===== config.mk =====
export PLATFORM = sky130hd
export DESIGN_NAME = branch_predictor_top
export DESIGN_NICKNAME = d
export VERILOG_FILES = /design/src/source/bp_config_pkg.sv /design/src/source/bp_counter_pkg.sv /design/src/source/bp_update_if.sv /design/src/source/branch_predictor_top.sv /design/src/source/dirp_pht.sv /design/src/source/predict_stage.sv /design/src/source/resolve_stage.sv
export SDC_FILE = /design/constraint.sdc
export NUM_CORES = 1
export LEC_CHECK = 0
export ABC_AREA = 1
export BUFFER_PORTS_ARGS = -buffer_cell sky130_fd_sc_hd__buf_2
export CAP_MARGIN = 20
export CORE_ASPECT_RATIO = 1.5
export CORE_MARGIN = 2
export CORE_UTILIZATION = 54
export DETAILED_ROUTE_END_ITERATION = 7
export GPL_TIMING_DRIVEN = 0
export PLACE_DENSITY = 0.74
export SYNTH_ARGS = -nofsm -noshare
export SYNTH_HDL_FRONTEND = slang
export SYNTH_SLANG_ARGS = --single-unit

===== constraint.sdc =====
create_clock -name clock -period 1.76 [get_ports clock]
set_input_delay 0.264 -clock clock [delete_from_list [all_inputs] [get_ports clock]]
set_output_delay 0.264 -clock clock [all_outputs]
set_load 0.02 [all_outputs]

===== src/source/bp_config_pkg.sv =====
// sizes and vector types for the branch direction predictor
// table size must stay a power of two, index is a plain PC slice
// no hashing with history, so aliasing between branches is expected
package bp_config_pkg;

    ////////////////////
    // table geometry
    ////////////////////

    localparam int unsigned bht_size = 32;               // counters in the PHT
    localparam int unsigned idx_w    = $clog2(bht_size); // 5 bits for 32 entries
    localparam int unsigned idx_lsb  = 2;                // skip byte offset of 4B insts

    ////////////////////
    // datapath widths
    ////////////////////

    localparam int unsigned xlen = 32;                   // fetch PC width

    // fetch PC as seen by the lookup stage
    typedef logic [xlen-1:0] pc_t;

    // PHT index, also handed out as the prediction tag
    // execute lanes bring it back unchanged on resolve
    typedef logic [idx_w-1:0] pht_idx_t;

endpackage : bp_config_pkg


===== src/source/bp_counter_pkg.sv =====
// 2-bit saturating counter encoding and update rule
// encoding is fixed at 00..11 from strong not taken to strong taken
// msb of the counter is the predicted direction
package bp_counter_pkg;

    typedef enum logic [1:0] {
        strong_not_taken = 2'b00,
        weak_not_taken   = 2'b01,
        weak_taken       = 2'b10,
        strong_taken     = 2'b11
    } ctr_t;

    // every entry starts weakly not taken
    localparam ctr_t ctr_reset = weak_not_taken;

    ////////////////////
    // update rule
    ////////////////////

    // one step up on taken and one step down on not taken
    function automatic ctr_t ctr_next(input ctr_t state, input logic taken);
        ctr_t next_state;
        case (state)
            strong_not_taken: next_state = taken ? weak_not_taken : strong_not_taken; // floor
            weak_not_taken:   next_state = taken ? weak_taken     : strong_not_taken;
            weak_taken:       next_state = taken ? strong_taken   : weak_not_taken;
            strong_taken:     next_state = taken ? strong_taken   : weak_taken;       // ceiling
            default:          next_state = ctr_reset; // x state only in sim
        endcase
        return next_state;
    endfunction

    // predicted direction of a counter
    function automatic logic ctr_predict(input ctr_t state);
        return (state == weak_taken) || (state == strong_taken);
    endfunction

endpackage : bp_counter_pkg


===== src/source/bp_update_if.sv =====
// two-lane PHT update bus from resolve to the table
// one cycle of valid means one counter step, there is no acknowledge
// both lanes may point at the same index in the same cycle
interface bp_update_if;

    logic                      valid_0; // lane 0 update strobe
    logic                      taken_0; // resolved direction
    bp_config_pkg::pht_idx_t   idx_0;   // entry to step

    logic                      valid_1; // lane 1 update strobe
    logic                      taken_1;
    bp_config_pkg::pht_idx_t   idx_1;

    // resolve stage drives the bus
    modport resolve (
        output valid_0, taken_0, idx_0,
        output valid_1, taken_1, idx_1
    );

    // table side only listens
    modport tbl (
        input valid_0, taken_0, idx_0,
        input valid_1, taken_1, idx_1
    );

endinterface : bp_update_if


===== src/source/branch_predictor_top.sv =====
// branch direction predictor top
// lookup to prediction is one cycle and resolve to table write is one cycle
// an update shows up in lookups two cycles after the result strobe
// all ports are plain strobes with no handshake
module branch_predictor_top (
    input  logic                    clock,
    input  logic                    reset,

    // fetch side
    input  logic                    is_branch,
    input  bp_config_pkg::pc_t      fetch_pc,
    output logic                    pred_valid,
    output logic                    pred_taken,
    output bp_config_pkg::pht_idx_t pred_tag,

    // execute lane 0
    input  logic                    result_valid_0,
    input  logic                    result_taken_0,
    input  logic                    result_pred_0,
    input  bp_config_pkg::pht_idx_t result_tag_0,

    // execute lane 1
    input  logic                    result_valid_1,
    input  logic                    result_taken_1,
    input  logic                    result_pred_1,
    input  bp_config_pkg::pht_idx_t result_tag_1,

    output logic                    mispredict_0,
    output logic                    mispredict_1
);

    bp_config_pkg::pht_idx_t lookup_idx;   // predict to PHT
    logic                    lookup_taken; // PHT answer

    bp_update_if upd_bus (); // resolve to PHT

    ////////////////////
    // stages
    ////////////////////

    predict_stage predict_stage_i (
        .clock        (clock),
        .reset        (reset),
        .is_branch    (is_branch),
        .fetch_pc     (fetch_pc),
        .lookup_idx   (lookup_idx),
        .lookup_taken (lookup_taken),
        .pred_valid   (pred_valid),
        .pred_taken   (pred_taken),
        .pred_tag     (pred_tag)
    );

    dirp_pht dirp_pht_i (
        .clock        (clock),
        .reset        (reset),
        .lookup_idx   (lookup_idx),
        .lookup_taken (lookup_taken),
        .upd          (upd_bus.tbl)
    );

    resolve_stage resolve_stage_i (
        .clock          (clock),
        .reset          (reset),
        .result_valid_0 (result_valid_0),
        .result_taken_0 (result_taken_0),
        .result_pred_0  (result_pred_0),
        .result_tag_0   (result_tag_0),
        .result_valid_1 (result_valid_1),
        .result_taken_1 (result_taken_1),
        .result_pred_1  (result_pred_1),
        .result_tag_1   (result_tag_1),
        .mispredict_0   (mispredict_0),
        .mispredict_1   (mispredict_1),
        .upd            (upd_bus.resolve)
    );

endmodule : branch_predictor_top


===== src/source/dirp_pht.sv =====
// pattern history table of 2-bit saturating counters
// lookup is combinational off the stored counters
// updates land at the clock edge so a lookup in the same cycle sees the old value
// same-index dual update keeps only lane 1, both lanes step from the old value
module dirp_pht (
    input  logic                    clock,
    input  logic                    reset,

    // lookup path
    input  bp_config_pkg::pht_idx_t lookup_idx,
    output logic                    lookup_taken,

    // update path
    bp_update_if.tbl                upd
);

    ////////////////////
    // storage
    ////////////////////

    bp_counter_pkg::ctr_t pht_q [bp_config_pkg::bht_size]; // one counter per entry

    // stepped value per lane, both from the registered counter
    bp_counter_pkg::ctr_t upd_next_0;
    bp_counter_pkg::ctr_t upd_next_1;

    ////////////////////
    // next state
    ////////////////////

    always_comb begin
        upd_next_0 = bp_counter_pkg::ctr_next(pht_q[upd.idx_0], upd.taken_0);
        upd_next_1 = bp_counter_pkg::ctr_next(pht_q[upd.idx_1], upd.taken_1);
    end

    // lane 1 written after lane 0
    // on an index match its value is the one that sticks
    always_ff @(posedge clock) begin
        if (reset) begin
            for (int i = 0; i < bp_config_pkg::bht_size; i++) begin
                pht_q[i] <= bp_counter_pkg::ctr_reset; // weakly not taken
            end
        end else begin
            if (upd.valid_0) begin
                pht_q[upd.idx_0] <= upd_next_0;
            end
            if (upd.valid_1) begin
                pht_q[upd.idx_1] <= upd_next_1; // overrides lane 0 on clash
            end
        end
    end

    ////////////////////
    // lookup
    ////////////////////

    // msb decides, no bypass of an update in flight
    assign lookup_taken = bp_counter_pkg::ctr_predict(pht_q[lookup_idx]);

endmodule : dirp_pht


===== src/source/predict_stage.sv =====
// lookup stage of the direction predictor
// index is a straight PC slice starting at idx_lsb
// outputs are registered, one cycle after the fetch strobe
// a non-branch never reports taken
module predict_stage (
    input  logic                    clock,
    input  logic                    reset,

    // from fetch
    input  logic                    is_branch,
    input  bp_config_pkg::pc_t      fetch_pc,

    // to and from the PHT
    output bp_config_pkg::pht_idx_t lookup_idx,
    input  logic                    lookup_taken,

    // registered prediction
    output logic                    pred_valid,
    output logic                    pred_taken,
    output bp_config_pkg::pht_idx_t pred_tag
);

    ////////////////////
    // index slice
    ////////////////////

    // bits 6..2 for the default geometry
    assign lookup_idx = fetch_pc[bp_config_pkg::idx_lsb +: bp_config_pkg::idx_w];

    ////////////////////
    // output regs
    ////////////////////

    // control bits cleared in reset
    always_ff @(posedge clock) begin
        if (reset) begin
            pred_valid <= 1'b0;
            pred_taken <= 1'b0;
        end else begin
            pred_valid <= is_branch;
            pred_taken <= is_branch & lookup_taken; // gate by strobe
        end
    end

    // tag is payload
    // only meaningful with pred_valid
    always_ff @(posedge clock) begin
        pred_tag <= lookup_idx; // goes down the pipe with the branch
    end

endmodule : predict_stage


===== src/source/resolve_stage.sv =====
// resolve stage for two execute lanes
// registers returned branches onto the PHT update bus
// mispredict flags come out in the same register stage as the update
// both lanes are accepted every cycle, no back-pressure
module resolve_stage (
    input  logic                    clock,
    input  logic                    reset,

    // lane 0 result
    input  logic                    result_valid_0,
    input  logic                    result_taken_0, // actual direction
    input  logic                    result_pred_0,  // direction that was predicted
    input  bp_config_pkg::pht_idx_t result_tag_0,

    // lane 1 result
    input  logic                    result_valid_1,
    input  logic                    result_taken_1,
    input  logic                    result_pred_1,
    input  bp_config_pkg::pht_idx_t result_tag_1,

    // registered flags
    output logic                    mispredict_0,
    output logic                    mispredict_1,

    // to the PHT
    bp_update_if.resolve            upd
);

    ////////////////////
    // valid and flags
    ////////////////////

    always_ff @(posedge clock) begin
        if (reset) begin
            upd.valid_0  <= 1'b0;
            upd.valid_1  <= 1'b0;
            mispredict_0 <= 1'b0;
            mispredict_1 <= 1'b0;
        end else begin
            upd.valid_0  <= result_valid_0;
            upd.valid_1  <= result_valid_1;
            // wrong direction only counts on a live result
            mispredict_0 <= result_valid_0 & (result_taken_0 ^ result_pred_0);
            mispredict_1 <= result_valid_1 & (result_taken_1 ^ result_pred_1);
        end
    end

    ////////////////////
    // update payload
    ////////////////////

    // no reset on payload
    // qualified by the valid bits above
    always_ff @(posedge clock) begin
        upd.taken_0 <= result_taken_0;
        upd.idx_0   <= result_tag_0;  // tag is the PHT index
        upd.taken_1 <= result_taken_1;
        upd.idx_1   <= result_tag_1;
    end

endmodule : resolve_stage


==> results_dict.tcl, run 1 <==
set metrics [dict create \
    maxSlewHeadroom 0.444 \
    ys_types 23 \
    start_util 0.547 \
    synthTopCellsByArea "edfxtp_1 32%, nand2_1 25%, nand3_1 11%" \
    ys_warn_count 0 \
    clk_pin_slew_ns 0.06 \
    grt_max_degree 15 \
    violations "design-rule violations, negative setup slack" \
    power.density_nw_per_um2 691 \
    timing.fmax_ghz 0.413 \
    cp.arrival_ns 2.51 \
    finalWirelength_mm 30.4 \
    hold-path-endpoint "resolve_stage_i.upd.idx_0[2]$_DFF_P_" \
    dieArea_sq_um 12000 \
    holdPathStages 1 \
    cp.required_ns 1.85 \
    p_leak_nw 3.91 \
    cts-root-buf "clkbuf_16" \
    place_congestion 0.988 \
    antenna_found_initial 0 \
    boundaryPins 60 \
    overflow 0 \
    clk-insertion-delay-late_ns 0.35 \
    drv_slew 0 \
    p_seq_frac 0.378 \
    finalNetCount 1114 \
    worstPathCellList "buf_8 > inv_8 > buf_6 > buf_16 > nand3_1 > nand4_1 > nand2_1 > nand2_1 > nor2_1 > nand3_2 > buf_4 > nand3_1 > nand2_1" \
    ant_nets 0 \
    post_drt_wl_per_cell_um 25.0 \
    syn-cell-area_sq_um 5980 \
    switching_share 0.328 \
    cts_buffer_depth 2 \
    power_mw 6.23 \
    vias_per_cell 6.79 \
    hold_violations 0 \
    p_switching_mw 2.04 \
    cts_max_level 3 \
    die_h_um 133 \
    synth_area_per_cell_sq_um 6.45 \
    r2r_slack_ns -0.66 \
    yosysTopAreaCellShare 0.321 \
    rr_endpoint "dirp_pht_i.pht_q[5][1]$_DFFE_PP_" \
    min_path_type "in -> reg" \
    worst_slack_ns -0.663 \
    yosysTopAreaCell "edfxtp_1" \
    cts_tree "built" \
    grt_pass1_vias 7498 \
    vias 8251 \
    cts_sinks 87 \
    place_area_sq_um 6550 \
    vdd_ir_drop_max_v 0.000521 \
    numCtsBuffers 9 \
    rsz0062_at_grt "yes" \
    worst_setup_path_end_kind "flip-flop" \
    ys_ff_latch 87 \
    floorplan.rows 47 \
    dpl.hpwl_mm 15.5 \
    min_from "result_tag_0[2]" \
    drt-pass1-iter-count 8 \
    synth_nets 978 \
    r2r-start "resolve_stage_i.upd.idx_0[0]$_DFF_P_" \
    grt_usage 0.454 \
    min_period_over_period 1.38 \
    maxCapViolCount 0 \
    drc 52 \
    grt_pass1_wl_mm 40.9 \
    reg2regPathDepth 13 \
    max_stage_delay_ns 0.33 \
    final_cell_area_sq_um 9010 \
    drt_iter0_markers 1410 \
    cp_max_fo 10 \
    tightestPinTransition_ns 0.834 \
    antenna-diode-count 0 \
    p_int_mw 4.19 \
    ys_seq_area_frac 0.398 \
    status "finished, violations left" \
    io_buffers 32 \
    final.min_clock_period_ns 2.42 \
    combPwrFrac 0.302 \
    coreArea_sq_um 10900 \
    finalSetupViolations 118 \
    worstSetupStartpointType "flip-flop" \
    critPathKind "reg -> reg" \
    slowest_stage "dfxtp_2" \
    clock_skew_ns 0.00736 \
    die_w_um 89.9 \
    synthCells 927 \
    pwr-share-clk 0.320 \
    worst_path_most_repeated_cell "nand2_1" \
    area_growth_pct 50.6 \
    drive_gt1_frac 0.352 \
]
stage by stage:
stage                     setup TNS (ns)   util  cells  setup WS, ns  hold slack [ns]
after floorplan                    -1.41      -    927       -0.0328            0.292
after global placement            -59.55  0.599   1106        -0.681            0.366
after detailed placement          -60.41  0.599   1106        -0.671            0.368
after CTS                         -20.62  0.780   1195        -0.337           0.0149
after global routing              -46.41  0.824   1215        -0.683           0.0180
final                             -41.51  0.824   1215        -0.663           0.0168
registers in the layout (all words and copies together) (netlist names):
signal and flops:
dirp_pht_i.pht_q 64, predict_stage_i.pred_tag 5, resolve_stage_i.upd.idx_0 5, resolve_stage_i.upd.idx_1 5, predict_stage_i.pred_taken 1, predict_stage_i.pred_valid 1
resolve_stage_i.mispredict_0 1, resolve_stage_i.mispredict_1 1, resolve_stage_i.upd.taken_0 1, resolve_stage_i.upd.taken_1 1, resolve_stage_i.upd.valid_0 1, resolve_stage_i.upd.valid_1 1
what timing repair did:
item | 4_1_cts | 5_1_grt
pin swaps | 26 | 51
setup endpoints to repair | 128 | 128
hold buffers | 0 | 0
gates cloned | 9 | 2
setup buffers | 64 | 21
resized for setup | 237 | 86
hold endpoints to repair | 0 | 0
logic make-up after synthesis:
group,count (synthesis),share of synthesized area
AOI/OAI and AO/OA,27,0.0259
xor gates and xnor gates,2,0.00293
and+or+nand+nor,705,0.495
DFF,87,0.398
buffers and inverters,106,0.0784
cell usage after synthesis:
| library cell | count |
|---|---|
| inv_2 | 8 |
| nand2_1 | 396 |
| nor2_4 | 1 |
| buf_1 | 2 |
| buf_4 | 5 |
| nor3_1 | 12 |
| nor3_2 | 11 |
| edfxtp_1 | 64 |
| buf_6 | 3 |
| o221ai_1 | 4 |
| dfxtp_1 | 23 |
| inv_1 | 55 |
| o21ai_0 | 19 |
| nand3_1 | 136 |
| nor2_1 | 129 |
| nand4_1 | 16 |
| xnor2_1 | 2 |
| nor2_2 | 2 |
| o22ai_1 | 4 |
| nand3b_1 | 1 |
| nand2_2 | 1 |
| buf_2 | 24 |
| clkbuf_1 | 9 |
how the worst max path moves through the flow:
stage / from / to / slack (ns) / cells after the start
global placement: resolve_stage_i.upd.idx_1[2]$_DFF_P_ / dirp_pht_i.pht_q[11][0]$_DFFE_PP_ / -0.68 / 10
floorplan: resolve_stage_i.upd.idx_0[0]$_DFF_P_ / dirp_pht_i.pht_q[29][0]$_DFFE_PP_ / -0.03 / 16
detailed placement: resolve_stage_i.upd.idx_1[2]$_DFF_P_ / dirp_pht_i.pht_q[11][0]$_DFFE_PP_ / -0.67 / 10
finish: resolve_stage_i.upd.idx_0[0]$_DFF_P_ / dirp_pht_i.pht_q[5][1]$_DFFE_PP_ / -0.66 / 13
CTS: resolve_stage_i.upd.idx_1[0]$_DFF_P_ / dirp_pht_i.pht_q[13][1]$_DFFE_PP_ / -0.34 / 17
global route: resolve_stage_i.upd.idx_0[0]$_DFF_P_ / dirp_pht_i.pht_q[5][1]$_DFFE_PP_ / -0.68 / 13
cells in the final DEF (no fill, tap or decap), drive strengths merged:
cell and instances:
nand3 136, clkbuf 27, xnor2 2, nand3b 1, buf 154, clkinvlp 7
edfxtp 64, nor2 133, nand4 16, nand2 397, inv 56, clkinv 2
o21ai 19, o22ai 4, nor3 23, o221ai 4, dfxtp 23
routing by layer:
metal	GRT usage	vias up	wire, um
met1	0.506	3633	8810
met2	0.707	959	13000
met3	0.126	382	4660
li1	-	3277	-
met4	0.409	0	3980
met5	0	-	0
power groups by stage:
stage / clock, mW / sequential [mW] / combinational [mW]
2_1_floorplan: 0 / 2.36 / 0.680
3_5_place_dp: 0 / 2.37 / 1.01
5_1_grt: 2.02 / 2.36 / 1.90
3_3_place_gp: 0 / 2.37 / 1.00
6_report: 1.99 / 2.36 / 1.88
4_1_cts: 1.94 / 2.34 / 1.58
critical path: cells and delay by family, from the launching register on:
family                 cells  cell delay, ns
buffers and inverters      5            0.75
flip-flops                 1            0.33
AND/OR/NAND/NOR            8            1.08
layout make-up:
cell class / count / area (sq um)
Buffer: 42 / 494
Clock buffer: 14 / 297
Clock inverter: 2 / 10.0
Fill cell: 622 / 1930
Inverter: 63 / 303
Multi-Input combinational cell: 735 / 4050
Sequential cell: 87 / 2400
Tap cell: 147 / 184
Timing Repair Buffer: 125 / 1270
Note: power is estimated with default switching activity, not from simulation.
==> run 2: changes to the inputs <==
Settings changed: CORE_UTILIZATION 54 to 60, PLACE_DENSITY 0.74 to 0.78.
Clock period 1.76 ns to 2.46 ns, I/O delays scaled along.
==> results_dict.tcl, run 2 (same netlist as run 1, synthesis figures left out) <==
set metrics [dict create \
    status "finished, final reports clean" \
    worstSetupStartpointType "flip-flop" \
    vias 6981 \
    critPathKind "reg -> reg" \
    crit_start "resolve_stage_i.upd.idx_0[2]$_DFF_P_" \
    vdd_ir_drop_max_v 0.000484 \
    largest_reg_flops 64 \
    worstPathCellList "inv_2 > nor3_2 > nand2_1 > nand2_1 > nor2_4 > nand3b_1 > buf_4 > buf_2 > nand3_1 > nand2_1" \
    start_util 0.618 \
    r2r_slack_ns 0.009 \
    clk_pin_slew_ns 0.07 \
    maxCapViolCount 0 \
    clock_skew_ns 0.0126 \
    area_growth_pct 13.8 \
    grt_pass1_vias 6363 \
    p_leak_nw 3.15 \
    cp.arrival_ns 2.67 \
    drt_iter0_markers 1214 \
    cts-root-buf "clkbuf_16" \
    cts_buffer_depth 2 \
    reg2regPathDepth 10 \
    ant_nets 0 \
    critical_path_buf_inv_count 3 \
    overflow 0 \
    floorplan.rows 44 \
    die_h_um 126 \
    largest_register "dirp_pht_i.pht_q" \
    r2r-start "resolve_stage_i.upd.idx_0[2]$_DFF_P_" \
    min_period_over_period 0.996 \
    io_buffers 32 \
    worst_setup_path_end_kind "flip-flop" \
    antenna-diode-count 0 \
    hold_violations 0 \
    place_congestion 1.06 \
    cp.required_ns 2.67 \
    drv_slew 0 \
    cp_max_fo 10 \
    antenna_found_initial 0 \
    finalWirelength_mm 22.5 \
    crit_path_end "dirp_pht_i.pht_q[22][1]$_DFFE_PP_" \
    worst_path_most_repeated_cell "nand2_1" \
    tightestPinTransition_ns 0.854 \
    dieArea_sq_um 10800 \
    vias_per_cell 6.38 \
    cts_sinks 87 \
    die_w_um 85.5 \
    finalNetCount 1026 \
    numCtsBuffers 9 \
    slowest_stage "nor3_2" \
    cts_tree "built" \
    final_cell_mix "395 x nand2_1, 132 x nand3_1, 122 x nor2_1" \
    post_drt_wl_per_cell_um 20.5 \
    final_cell_area_sq_um 6810 \
    drt-pass1-iter-count 6 \
    fill_cells 844 \
    coreArea_sq_um 9690 \
    grt_usage 0.415 \
    path_delay_family "simple AND/OR/NAND/NOR gates" \
    timing.fmax_ghz 0.408 \
    rr_endpoint "dirp_pht_i.pht_q[22][1]$_DFFE_PP_" \
    dpl.hpwl_mm 16.1 \
    boundaryPins 60 \
    grt_pass1_wl_mm 33.7 \
    cp_num_cells 10 \
    min_path_type "in -> reg" \
    grt_max_degree 15 \
    drive_gt1_frac 0.129 \
    final_common_cell "nand2_1" \
    cts_max_level 3 \
    power.density_nw_per_um2 564 \
    clk-insertion-delay-late_ns 0.35 \
    drc 0 \
    power_mw 3.84 \
    place_area_sq_um 6290 \
    max_stage_delay_ns 0.53 \
    finalSetupViolations 0 \
    maxSlewHeadroom 0.428 \
    final.min_clock_period_ns 2.45 \
]
run 2: cell types whose count changed in the layout (fill, tap and decap cells not counted), moves of 16 or more:
cell and change:
nand3_2 -29, nand3_1 +34, nor2_4 -36, nand2_1 +52
nor3_4 -16, buf_12 -17, buf_6 -25, nand2_2 -46
nor2_1 +43, buf_4 -40
run 2: per-stage QoR:
step | util | setup TNS [ns] | hold WS, ns | worst slack, ns | instances
final | 0.703 | 0 | 0.111 | 0.00927 | 1095
after global routing | 0.703 | -0.693 | 0.115 | -0.0362 | 1095
after CTS | 0.683 | 0 | 0.119 | 0.00963 | 1093
after detailed placement | 0.649 | -1.43 | 0.473 | -0.0669 | 1074
after global placement | 0.649 | -0.577 | 0.471 | -0.0424 | 1074
after floorplan | - | 0 | 0.397 | 0.604 | 927
run 2: per-layer routing:
| layer | share of wire | vias up | routed length, um | GRT usage |
|---|---|---|---|---|
| met5 | 0 | - | 0 | 0 |
| met4 | 0.065 | 0 | 1460 | 0.217 |
| met3 | 0.14 | 147 | 3060 | 0.0807 |
| met2 | 0.47 | 592 | 10500 | 0.694 |
| met1 | 0.33 | 3146 | 7400 | 0.503 |
| li1 | - | 3096 | - | - |
run 2: cell type report:
class                   count  area (sq um)  share of cell area
multi-input cells         734          3250               0.477
inverters                  63           236              0.0347
plain buffers              43           310              0.0456
clock buffers              10           229              0.0336
clock inverters             6          61.3             0.00900
repair buffers             37           198              0.0290
well taps                 115           144              0.0211
flip-flops and latches     87          2380               0.350
run 2: how the worst min path moves through the flow:
stage / start / endpoint / slack, ns / depth (start not counted)
after floorplan: fetch_pc[2] / predict_stage_i.pred_tag[0]$_DFF_P_ / 0.40 / 0
after global placement: result_tag_1[0] / resolve_stage_i.upd.idx_1[0]$_DFF_P_ / 0.47 / 1
after detailed placement: result_tag_0[1] / resolve_stage_i.upd.idx_0[1]$_DFF_P_ / 0.47 / 1
after CTS: result_tag_1[4] / resolve_stage_i.upd.idx_1[4]$_DFF_P_ / 0.12 / 1
after global routing: result_tag_0[3] / resolve_stage_i.upd.idx_0[3]$_DFF_P_ / 0.12 / 1
final: result_tag_1[4] / resolve_stage_i.upd.idx_1[4]$_DFF_P_ / 0.11 / 1
run 2: power by group:
group	total, mW	internal (mW)	switching, mW
combinational	0.793	0.236	0.557
clock	1.38	0.783	0.595
sequential	1.67	1.62	0.0510
run 2: repair_timing:
action,4_1_cts,5_1_grt
buffers inserted,3,2
endpoints found under the setup margin,43,61
gates resized for setup,5,65
hold buffers,0,0
pin swaps,1,1
==> run 3: changes to the inputs <==
Settings changed: ABC_AREA 1 to unset.
==> results_dict.tcl, run 3 <==
set metrics [dict create \
    cp.arrival_ns 3.10 \
    r2r-start "resolve_stage_i.upd.idx_0[1]$_DFF_P_" \
    drt-pass1-iter-count 6 \
    drc 0 \
    synth_area_per_cell_sq_um 9.78 \
    rsz0062_at_grt "yes" \
    antenna_found_initial 0 \
    io_buffers 32 \
    die_h_um 124 \
    synthCells 586 \
    max_stage_delay_ns 0.46 \
    overflow 0 \
    coreArea_sq_um 9250 \
    synthTopCellsByArea "edfxtp_1 34%, mux2i_1 10%, dfxtp_1 8.0%" \
    finalNetCount 714 \
    timing.fmax_ghz 0.338 \
    post_drt_wl_per_cell_um 29.6 \
    finalWirelength_mm 23.1 \
    cts_sinks 87 \
    min_period_over_period 1.20 \
    min_from "result_tag_0[4]" \
    area_growth_pct 32.6 \
    cp.required_ns 2.60 \
    ys_seq_area_frac 0.416 \
    maxCapViolCount 0 \
    largest_reg_flops 64 \
    final_common_cell "nor2_1" \
    fin_util 0.821 \
    reg2regPathDepth 11 \
    tightestPinTransition_ns 0.887 \
    hold_violations 0 \
    final.min_clock_period_ns 2.96 \
    synth_nets 637 \
    combPwrFrac 0.244 \
    power.density_nw_per_um2 540 \
    vias_per_cell 7.39 \
    place_congestion 1.05 \
    violations "negative setup slack" \
    p_int_mw 2.87 \
    final_cell_mix "67 x nor2_1, 64 x edfxtp_1, 56 x nand2_1" \
    floorplan.rows 43 \
    pwr-share-clk 0.348 \
    p_seq_frac 0.408 \
    power_mw 4.11 \
    cts_max_level 3 \
    worstPathCellList "buf_2 > buf_2 > nand3_1 > o221ai_1 > a22oi_1 > o211ai_1 > buf_4 > a21oi_4 > buf_6 > or3_1 > o31ai_1" \
    clock_skew_ns 0.00685 \
    ant_nets 0 \
    numCtsBuffers 9 \
    holdPathStages 1 \
    p_switching_mw 1.24 \
    hold_ws_ns 0.119 \
    final_cell_area_sq_um 7600 \
    ys_ff_latch 87 \
    netlist_top_cells_count "82 x nor2_1, 71 x nand2_1, 64 x edfxtp_1" \
    tns_ns -20.66 \
    largest_register "dirp_pht_i.pht_q" \
    dieArea_sq_um 10400 \
    place_area_sq_um 6050 \
    drt_iter0_markers 813 \
    cts-root-buf "clkbuf_16" \
    worstSetupStartpointType "flip-flop" \
    drv_slew 0 \
    worst_path_most_repeated_cell "buf_2" \
    p_leak_nw 2.71 \
    synthArstFlopShare 0 \
    ys_warn_count 0 \
    yosysTopAreaCell "edfxtp_1" \
    status "finished, violations left" \
    min_path_type "in -> reg" \
    grt_usage 0.433 \
    cts_buffer_depth 2 \
    slowest_stage "or3_1" \
    vdd_ir_drop_max_v 0.000556 \
    grt_pass1_vias 5489 \
    drive_gt1_frac 0.370 \
    clk-insertion-delay-late_ns 0.35 \
    dpl.hpwl_mm 15.1 \
    clk_pin_slew_ns 0.07 \
    grt_max_degree 16 \
    ys_types 52 \
    die_w_um 83.8 \
    start_util 0.619 \
    switching_share 0.302 \
    crit_start "resolve_stage_i.upd.idx_0[1]$_DFF_P_" \
    boundaryPins 60 \
    antenna-diode-count 0 \
    worst_slack_ns -0.502 \
    syn-cell-area_sq_um 5730 \
    finalSetupViolations 68 \
    cts_tree "built" \
    vias 5762 \
    critPathKind "reg -> reg" \
    synth_enable_flop_cells 64 \
    synth_most_common_cell "nor2_1" \
    worst_setup_path_end_kind "flip-flop" \
    grt_pass1_wl_mm 32.6 \
    hold_buffers 0 \
    maxSlewHeadroom 0.404 \
    synth-main-ff-cell "edfxtp_1" \
    yosysTopAreaCellShare 0.335 \
    cp_max_fo 10 \
]
## run 3: cell types whose count changed in the layout (fill, tap and decap cells not counted), moves of 10 or more
cell,change
or3_1,+24
mux2i_1,+53
nor2_1,-55
nand3_1,-122
mux4_2,+15
o21ai_0,-15
a21oi_1,+10
buf_6,+12
nand4_1,-16
inv_1,-51
nand2_1,-339
nor4_4,+12
nand2_4,+10
## run 3: repair_timing
action                     CTS  global route
pin swaps                   25            15
setup buffers               23            13
gates cloned                 3             2
resized for setup           96           117
setup endpoints to repair   78           104
## run 3: final timing paths
kind	slack, ns	to
max	-0.50	dirp_pht_i.pht_q[18][1]$_DFFE_PP_
min	0.12	resolve_stage_i.upd.idx_0[4]$_DFF_P_
max reg2reg	-0.50	dirp_pht_i.pht_q[18][1]$_DFFE_PP_
min reg2reg	0.83	dirp_pht_i.pht_q[4][0]$_DFFE_PP_
## run 3: final cells by class
type                       instances  area, sq um
clock buffer                      13          283
tap                              112          140
fill                             540         1660
inverter                           4         15.0
clock inverter                     3         22.5
timing repair buffer              70          612
multi-input combinational        445         3740
sequential                        87         2390
buffer                            46          403
## run 3: cell families after synthesis
kind of cell / Yosys count / synth area share
compound gates: 100 / 0.135
xor+xnor: 2 / 0.00306
fa+ha+maj: 3 / 0.00568
buf+inv: 54 / 0.0476
flops: 87 / 0.416
mux: 76 / 0.166
simple gates: 264 / 0.227
## run 3: through the flow
stage               std cells  worst slack, ns
finish                    780           -0.502
global route              780           -0.551
CTS                       772           -0.375
detailed placement        730           -0.804
global placement          730           -0.764
floorplan                 586          -0.0457
## run 3: critical path: cells and delay by family (launching register included)
| kind | cells | cell delay (ns) |
|---|---|---|
| AO/OA/AOI/OAI | 5 | 0.97 |
| buffers and inverters | 4 | 0.80 |
| AND/OR/NAND/NOR | 2 | 0.57 |
| flip-flops | 1 | 0.39 |
## run 3: per-layer routing
metal / GRT usage / part of all wire / vias to the layer above
met5: 0 / 0 / -
met3: 0.0749 / 0.10 / 143
met1: 0.496 / 0.32 / 2753
met2: 0.728 / 0.48 / 483
met4: 0.328 / 0.093 / 0
li1: - / - / 2383
## run 3: power groups by stage
stage | Sequential [mW] | Clock, mW | Combinational, mW
2_1_floorplan | 1.68 | 0 | 0.409
3_3_place_gp | 1.70 | 0 | 0.610
3_5_place_dp | 1.70 | 0 | 0.616
4_1_cts | 1.67 | 1.41 | 0.842
5_1_grt | 1.68 | 1.47 | 1.02
6_report | 1.67 | 1.43 | 1.00
